`src/common/noise_defs.svh`:
```
`ifndef NOISE_DEFS_SVH
`define NOISE_DEFS_SVH

// phi cycles in one frame-sequencer step
// kept short so that a full 8-step frame fits a brief simulation
`define NOISE_FS_STEP_CYCLES 32

// phi cycles per unit of the polynomial period
`define NOISE_DIV_SCALE 1

`endif

```
`src/common/noise_pkg.sv`:
```
`default_nettype none

package noise_pkg;

	typedef enum logic [1:0] {
		REG_LENGTH   = 2'd0,
		REG_ENVELOPE = 2'd1,
		REG_POLY     = 2'd2,
		REG_CONTROL  = 2'd3
	} noise_reg_e;

	typedef enum logic {
		ENV_DOWN = 1'b0,
		ENV_UP   = 1'b1
	} env_dir_e;

	typedef enum logic {
		LFSR_15 = 1'b0,
		LFSR_7  = 1'b1
	} lfsr_width_e;

	// same bit order as the envelope register byte
	typedef struct packed {
		logic [3:0] init_vol;
		env_dir_e   dir;
		logic [2:0] period;
	} envelope_cfg_t;

	// same bit order as the polynomial register byte
	typedef struct packed {
		logic [3:0]  shift;
		lfsr_width_e width;
		logic [2:0]  div_code;
	} poly_cfg_t;

endpackage

`default_nettype wire

```
`src/common/noise_cfg_if.sv`:
```
`timescale 1ns/100ps
`default_nettype none

interface noise_cfg_if;

	noise_pkg::envelope_cfg_t env;
	noise_pkg::poly_cfg_t     poly;
	logic [5:0]               length_init;
	logic                     length_load; // one cycle, length write
	logic                     length_en;
	logic                     restart;     // one cycle, after trigger write

	modport regs (
		output env,
		output poly,
		output length_init,
		output length_load,
		output length_en,
		output restart
	);

	modport core (
		input env,
		input poly,
		input length_init,
		input length_load,
		input length_en,
		input restart
	);

endinterface

`default_nettype wire

```
`src/design/noise_regs.sv`:
```
`timescale 1ns/100ps
`default_nettype none

module noise_regs (
	input  logic                  phi,
	input  logic                  rst,
	input  logic                  wr_en,
	input  logic                  rd_en,
	input  noise_pkg::noise_reg_e addr,
	input  logic [7:0]            wdata,
	output logic [7:0]            rdata,
	noise_cfg_if.regs             cfg
);

	noise_pkg::envelope_cfg_t env_q;
	noise_pkg::poly_cfg_t     poly_q;
	logic                     length_en_q;
	logic                     restart_q;
	logic                     wr_length;
	logic                     wr_env;
	logic                     wr_poly;
	logic                     wr_ctrl;

	assign wr_length = wr_en && (addr == noise_pkg::REG_LENGTH);
	assign wr_env    = wr_en && (addr == noise_pkg::REG_ENVELOPE);
	assign wr_poly   = wr_en && (addr == noise_pkg::REG_POLY);
	assign wr_ctrl   = wr_en && (addr == noise_pkg::REG_CONTROL);

	always_ff @(posedge phi) begin
		if (rst) begin
			env_q       <= '0;
			poly_q      <= '0;
			length_en_q <= 1'b0;
			restart_q   <= 1'b0;
		end else begin
			if (wr_env)
				env_q <= noise_pkg::envelope_cfg_t'(wdata);
			if (wr_poly)
				poly_q <= noise_pkg::poly_cfg_t'(wdata);
			if (wr_ctrl)
				length_en_q <= wdata[6];
			restart_q <= wr_ctrl && wdata[7]; // trigger bit
		end
	end

	// counter loads straight from the bus in the write cycle
	assign cfg.length_init = wdata[5:0];
	assign cfg.length_load = wr_length;
	assign cfg.length_en   = length_en_q;
	assign cfg.env         = env_q;
	assign cfg.poly        = poly_q;
	assign cfg.restart     = restart_q;

	// write-only bits read as ones
	always_comb begin
		rdata = 8'hFF;
		if (rd_en) begin
			case (addr)
				noise_pkg::REG_LENGTH:   rdata = 8'hFF;
				noise_pkg::REG_ENVELOPE: rdata = env_q;
				noise_pkg::REG_POLY:     rdata = poly_q;
				noise_pkg::REG_CONTROL:  rdata = {1'b1, length_en_q, 6'h3F};
				default:                 rdata = 8'hFF;
			endcase
		end
	end

endmodule

`default_nettype wire

```
`src/design/frame_sequencer.sv`:
```
`timescale 1ns/100ps
`default_nettype none

`include "noise_defs.svh"

module frame_sequencer (
	input  logic phi,
	input  logic rst,
	output logic length_tick,
	output logic env_tick
);

	localparam int CNT_W = $clog2(`NOISE_FS_STEP_CYCLES);

	logic [CNT_W-1:0] cyc_q;
	logic [2:0]       step_q;
	logic             step_end;
	logic             pre_end;

	assign step_end = (cyc_q == CNT_W'(`NOISE_FS_STEP_CYCLES - 1));
	// decode one cycle early so the registered tick lands on the step's last cycle
	assign pre_end  = (cyc_q == CNT_W'(`NOISE_FS_STEP_CYCLES - 2));

	always_ff @(posedge phi) begin
		if (rst) begin
			cyc_q       <= '0;
			step_q      <= 3'd0;
			length_tick <= 1'b0;
			env_tick    <= 1'b0;
		end else begin
			if (step_end) begin
				cyc_q  <= '0;
				step_q <= step_q + 3'd1;
			end else begin
				cyc_q <= cyc_q + CNT_W'(1);
			end
			length_tick <= pre_end && !step_q[0]; // steps 0 2 4 6
			env_tick    <= pre_end && (step_q == 3'd7);
		end
	end

endmodule

`default_nettype wire

```
`src/design/noise_length.sv`:
```
`timescale 1ns/100ps
`default_nettype none

module noise_length (
	input  logic      phi,
	input  logic      rst,
	noise_cfg_if.core cfg,
	input  logic      length_tick,
	output logic      length_expire
);

	logic [5:0] count_q;
	logic       count_en;

	assign count_en = length_tick && cfg.length_en;

	// wrap from 63 ends the note, a load in the same cycle takes priority
	assign length_expire = count_en && !cfg.length_load && (count_q == 6'd63);

	// restart leaves the count alone, so an expired counter gives 64 ticks
	always_ff @(posedge phi) begin
		if (rst) begin
			count_q <= 6'd0;
		end else if (cfg.length_load) begin
			count_q <= cfg.length_init;
		end else if (count_en) begin
			count_q <= count_q + 6'd1; // wraps to 0
		end
	end

endmodule

`default_nettype wire

```
`src/design/noise_lfsr.sv`:
```
`timescale 1ns/100ps
`default_nettype none

`include "noise_defs.svh"

module noise_lfsr (
	input  logic      phi,
	input  logic      rst,
	noise_cfg_if.core cfg,
	output logic      noise_bit
);

	localparam int DIV_W = 24; // 112 << 13 with room for the scale

	logic [6:0]       base;
	logic [DIV_W-1:0] period;
	logic [DIV_W-1:0] div_q;
	logic             div_zero;
	logic             run;
	logic             fb;
	logic [14:0]      lfsr_q;
	logic [14:0]      lfsr_next;

	always_comb begin
		if (cfg.poly.div_code == 3'd0)
			base = 7'd8;
		else
			base = {cfg.poly.div_code, 4'd0};
		period = (DIV_W'(base) << cfg.poly.shift) * DIV_W'(`NOISE_DIV_SCALE);
	end

	assign run      = (cfg.poly.shift < 4'd14); // shifts 14 and 15 freeze the noise
	assign div_zero = (div_q == '0);

	assign fb = lfsr_q[0] ^ lfsr_q[1];

	always_comb begin
		lfsr_next = {fb, lfsr_q[14:1]};
		if (cfg.poly.width == noise_pkg::LFSR_7)
			lfsr_next[6] = fb; // short loop
	end

	always_ff @(posedge phi) begin
		if (rst) begin
			div_q  <= '0;
			lfsr_q <= '1;
		end else if (cfg.restart) begin
			div_q  <= period - DIV_W'(1);
			lfsr_q <= '1;
		end else if (run) begin
			if (div_zero) begin
				div_q  <= period - DIV_W'(1);
				lfsr_q <= lfsr_next;
			end else begin
				div_q <= div_q - DIV_W'(1);
			end
		end
	end

	assign noise_bit = lfsr_q[0];

endmodule

`default_nettype wire

```
`src/design/noise_envelope.sv`:
```
`timescale 1ns/100ps
`default_nettype none

module noise_envelope (
	input  logic       phi,
	input  logic       rst,
	noise_cfg_if.core  cfg,
	input  logic       env_tick,
	output logic [3:0] volume
);

	logic [2:0] period_q;
	logic [3:0] vol_q;
	logic       env_run;
	logic       step;
	logic       at_limit;

	assign env_run = (cfg.env.period != 3'd0); // period 0 holds the volume

	// a count of 0 left from restart also counts as expiry
	assign step = env_tick && env_run && (period_q <= 3'd1);

	always_comb begin
		if (cfg.env.dir == noise_pkg::ENV_UP)
			at_limit = (vol_q == 4'd15);
		else
			at_limit = (vol_q == 4'd0);
	end

	always_ff @(posedge phi) begin
		if (rst) begin
			period_q <= 3'd0;
			vol_q    <= 4'd0;
		end else if (cfg.restart) begin
			period_q <= cfg.env.period;
			vol_q    <= cfg.env.init_vol;
		end else if (step) begin
			period_q <= cfg.env.period;
			if (!at_limit) begin
				if (cfg.env.dir == noise_pkg::ENV_UP)
					vol_q <= vol_q + 4'd1;
				else
					vol_q <= vol_q - 4'd1;
			end
		end else if (env_tick && env_run) begin
			period_q <= period_q - 3'd1;
		end
	end

	assign volume = vol_q;

endmodule

`default_nettype wire

```
`src/design/noise_channel.sv`:
```
`timescale 1ns/100ps
`default_nettype none

module noise_channel (
	input  logic       phi,
	input  logic       rst,
	input  logic       wr_en,
	input  logic       rd_en,
	input  logic [1:0] addr,
	input  logic [7:0] wdata,
	output logic [7:0] rdata,
	output logic       ch4_active,
	output logic       dac_en,
	output logic [3:0] ch4_out
);

	noise_cfg_if cfg ();

	logic       length_tick;
	logic       env_tick;
	logic       length_expire;
	logic       noise_bit;
	logic [3:0] volume;
	logic       active_q;

	noise_regs u_regs (
		.phi   (phi),
		.rst   (rst),
		.wr_en (wr_en),
		.rd_en (rd_en),
		.addr  (noise_pkg::noise_reg_e'(addr)),
		.wdata (wdata),
		.rdata (rdata),
		.cfg   (cfg.regs)
	);

	frame_sequencer u_fs (
		.phi         (phi),
		.rst         (rst),
		.length_tick (length_tick),
		.env_tick    (env_tick)
	);

	noise_length u_length (
		.phi           (phi),
		.rst           (rst),
		.cfg           (cfg.core),
		.length_tick   (length_tick),
		.length_expire (length_expire)
	);

	noise_lfsr u_lfsr (
		.phi       (phi),
		.rst       (rst),
		.cfg       (cfg.core),
		.noise_bit (noise_bit)
	);

	noise_envelope u_env (
		.phi      (phi),
		.rst      (rst),
		.cfg      (cfg.core),
		.env_tick (env_tick),
		.volume   (volume)
	);

	// dac off when initial volume is 0 and direction is down
	assign dac_en = ({cfg.env.init_vol, cfg.env.dir} != 5'd0);

	always_ff @(posedge phi) begin
		if (rst)
			active_q <= 1'b0;
		else if (cfg.restart)
			active_q <= dac_en; // trigger wins over a same-cycle expiry
		else if (length_expire || !dac_en)
			active_q <= 1'b0;
	end

	assign ch4_active = active_q && dac_en; // drops at once with the dac

	always_ff @(posedge phi) begin
		if (rst)
			ch4_out <= 4'd0;
		else if (ch4_active && !noise_bit)
			ch4_out <= volume;
		else
			ch4_out <= 4'd0;
	end

endmodule

`default_nettype wire

```
`config.mk`:
```
export PLATFORM = sky130hd
export DESIGN_NAME = noise_channel
export DESIGN_NICKNAME = d
export VERILOG_FILES = /design/src/common/noise_pkg.sv /design/src/common/noise_cfg_if.sv /design/src/design/noise_regs.sv /design/src/design/frame_sequencer.sv /design/src/design/noise_length.sv /design/src/design/noise_lfsr.sv /design/src/design/noise_envelope.sv /design/src/design/noise_channel.sv
export VERILOG_INCLUDE_DIRS = /design/src /design/src/common
export SDC_FILE = /design/constraint.sdc
export NUM_CORES = 1
export LEC_CHECK = 0
export BUFFER_PORTS_ARGS = -buffer_cell sky130_fd_sc_hd__buf_2
export CORE_ASPECT_RATIO = 0.9
export CORE_MARGIN = 2
export CORE_UTILIZATION = 25
export DETAILED_ROUTE_END_ITERATION = 8
export SLEW_MARGIN = 20
export SYNTH_ARGS = -nofsm -noshare
export SYNTH_HDL_FRONTEND = slang
export SYNTH_SLANG_ARGS = --single-unit
```
`constraint.sdc`:
```
create_clock -name phi -period 2.8 [get_ports phi]
set_clock_uncertainty 0.2 [all_clocks]
set_input_delay 0 -clock phi [delete_from_list [all_inputs] [get_ports phi]]
set_output_delay 0 -clock phi [all_outputs]
set_load 0.05 [all_outputs]
```
==> impl_metrics.json <==
{
  "status": "complete, no violations",
  "rsz0062_at_grt": "no",
  "end_kind": "flop",
  "drt_iter0_drc": 431,
  "dieArea_um2": 22900,
  "cts-root-buf": "clkbuf_16",
  "hold_path.class": "in -> reg",
  "drive_gt1_share_pct": 15.5,
  "fillerInstances": 2330,
  "num_rows": 51,
  "timing_worst_setup_path_type": "reg -> reg",
  "hold_viol": 0,
  "async_reset_ff_share_pct": 0,
  "vdd_drop_max_mv": 0.368,
  "via_count": 5325,
  "drtAntennaViolNets": 0,
  "routedWlPerCell_um": 15.3,
  "clk_pin_slew_worst_paths_ps": 70,
  "cts_buffers": 9,
  "tightest_slew_ps": 644,
  "cts_tree": "yes",
  "leakage_nw": 2.56,
  "io_pins": 28,
  "drc": 0,
  "grt_util_all_layers_pct": 13.8,
  "grt_pass1_wl_um": 25700,
  "period_share_pct": 93.8,
  "drv_slew": 0,
  "ys_ff_latch": 85,
  "antenna_cells": 0,
  "fin_cells": 1031,
  "arrival_ps": 2660,
  "finalCriticalPeriod_ps": 2630,
  "crit_required_ps": 2830,
  "max_cap_viol_count": 0,
  "yosysUniqueCellTypes": 80,
  "synth_nets": 722,
  "crit_fanout": 14,
  "first_pass_iters": 5,
  "gp_congestion": 0.928,
  "crit_path_start_kind": "flop",
  "slew-limit-headroom_pct": 56.8,
  "synth-edff-count": 0,
  "regToRegStartpoint": "u_regs.cfg.poly[0]",
  "antenna_found_initial": 0,
  "hp-start": "addr[0]",
  "first_global_vias": 4918,
  "synth_area_um2": 5430,
  "clock_latency_ps": 350,
  "initial_utilization_pct": 25.2,
  "yosysSeqAreaShare_pct": 31.3,
  "place_inst": 1003,
  "die_h_um": 144,
  "ys.flop_type": "dfxtp_1",
  "synthCells": 694,
  "finalSetupViolCount": 0,
  "ys_warn_count": 0,
  "syn_area_per_cell_um2": 7.82,
  "cts.sinks": 85,
  "grt_overflow": 0,
  "io_buffers": 27,
  "htreeDepth": 3,
  "core_um2": 21500,
  "area_growth_pct": 18.8,
  "hpwl_um": 11500,
  "max_freq_mhz": 381,
  "fin_total_pwr_mw": 4.72,
  "drt_wl_total_um": 15800,
  "die_w_um": 159,
  "crit_start": "u_regs.cfg.poly[0]",
  "avgViaCountPerCell": 5.16,
  "powerDensity_nw_per_um2": 732,
  "tns_ps": 0,
  "grt_max_degree": 38,
  "clockBufferDepth": 2,
  "layout.nets": 763
}
==> flip-flops by register name, summed over array words and instances (netlist names) <==
signal	cells
u_regs.cfg.env	8
u_env.volume	4
u_regs.cfg.poly	8
u_regs.cfg.restart	1
u_env.period_q	3
u_regs.cfg.length_en	1
u_fs.env_tick	1
u_length.count_q	6
u_lfsr.div_q	24
active_q	1
ch4_out	4
u_fs.step_q	3
u_fs.length_tick	1
u_lfsr.lfsr_q	15
u_fs.cyc_q	5
==> logic make-up after synthesis <==
family | share of synthesized area (%)
AND/OR/NAND/NOR | 28.9
adder cells (fa/ha/maj) | 3.36
buffers and inverters | 5.30
XOR/XNOR | 2.58
flip-flops | 31.3
multiplexers | 6.02
AO/OA/AOI/OAI | 22.5
==> what timing repair did <==
item,in CTS,in global routing
hold buffers,11,0
setup buffers,0,1
gates resized for setup,0,4
endpoints found under the setup margin,0,3
hold endpoints to repair,32,0
==> cell usage in the layout (no fill, tap or decap), drive strengths merged, types with 4 or more instances in the layout <==
| cell | instances |
|---|---|
| or3 | 6 |
| a22oi | 4 |
| nand4 | 12 |
| nor4 | 10 |
| o211ai | 12 |
| nor3b | 6 |
| nand3 | 41 |
| a31oi | 9 |
| ha | 13 |
| nand2b | 9 |
| a21o | 4 |
| and2 | 9 |
| a2111oi | 4 |
| xor2 | 9 |
| a211oi | 15 |
| xnor2 | 7 |
| buf | 70 |
| nand2 | 75 |
| nor3 | 22 |
| a21oi | 35 |
| o31ai | 6 |
| nand3b | 7 |
| nor2 | 75 |
| mux2i | 27 |
| clkinv | 4 |
| clkbuf | 10 |
| dlygate4sd3 | 11 |
| o21ai | 39 |
| and3 | 7 |
| nor2b | 6 |
| dfxtp | 85 |
| inv | 18 |
| or4 | 5 |
| o22ai | 10 |
==> where the power goes <==
group,switching [mW],total (mW),internal [mW]
Sequential,0.249,1.69,1.44
Combinational,1.06,1.85,0.790
Clock,0.534,1.18,0.641
Total,1.85,4.72,2.87
==> Yosys cell counts (4+ instances only) <==
| library cell | number | area (um^2) |
|---|---|---|
| xnor2_1 | 7 | 61.3 |
| or4_1 | 5 | 37.5 |
| a31oi_1 | 9 | 56.3 |
| mux2i_1 | 27 | 270 |
| nand3_1 | 41 | 205 |
| a211oi_1 | 15 | 113 |
| nand2_1 | 75 | 282 |
| inv_1 | 13 | 48.8 |
| ha_1 | 13 | 163 |
| buf_2 | 11 | 55.1 |
| o211ai_1 | 12 | 90.1 |
| nand3b_1 | 7 | 52.6 |
| a21o_1 | 4 | 30.0 |
| nor2b_1 | 6 | 37.5 |
| a22oi_1 | 4 | 30.0 |
| nand2b_1 | 9 | 56.3 |
| nor2_1 | 75 | 282 |
| xor2_1 | 9 | 78.8 |
| and3_1 | 6 | 37.5 |
| o31ai_1 | 6 | 45.0 |
| nor4_1 | 8 | 50.1 |
| a21oi_1 | 35 | 175 |
| nor3_1 | 21 | 105 |
| and2_1 | 9 | 56.3 |
| buf_1 | 9 | 33.8 |
| o21ai_0 | 37 | 185 |
| dfxtp_1 | 85 | 1700 |
| nor3b_1 | 6 | 45.0 |
| clkbuf_1 | 27 | 101 |
| or3_1 | 5 | 31.3 |
| o22ai_1 | 10 | 62.6 |
| nand4_1 | 11 | 68.8 |
==> area by class of cell <==
cell class              count  area [um^2]  share of cell area (%)
well taps                 291          364                    5.65
clock inverters             6         51.3                   0.796
repair buffers             81          581                    9.00
inverters                  16         60.1                   0.931
flip-flops and latches     85         1700                    26.4
multi-input cells         542         3450                    53.5
clock buffers              10          239                    3.71
==> worst paths after layout <==
path	end	slack (ps)	cells after the start
setup / recovery	u_lfsr.div_q[12]	170	7
hold reg to reg	u_lfsr.lfsr_q[3]	270	2
setup reg to reg	u_lfsr.div_q[12]	170	7
hold / removal	u_length.count_q[0]	100	4
==> metrics by stage <==
step / setup slack [ps] / utilization (%) / area (um^2) / hold slack (ps)
2_1_floorplan: 95.5 / - / 5430 / -56.1
4_1_cts: 152 / 29.9 / 6430 / 106
5_1_grt: 23.7 / 30.0 / 6450 / 177
3_5_place_dp: 150 / 28.0 / 6030 / 90.2
6_report: 174 / 30.0 / 6450 / 103
3_3_place_gp: 178 / 28.0 / 6030 / 77.1
==> per-layer routing <==
layer  vias to the layer above  global-route usage, %  wire, um
met5                         -                      0         0
met4                         0                   4.11       280
met3                        22                   2.42       685
met2                       152                   22.0      6940
met1                      2530                   19.0      7880
li1                       2621                      -         -
==> worst max-delay path: stages, from the launching register on <==
cell and delay, ps:
dfxtp_1 520, buf_4 260, and4bb_2 260, a2111oi_2 420, nor2_1 130, a221oi_1 450
buf_4 190, o32ai_1 70
Note: power is estimated with default switching activity, not from simulation.
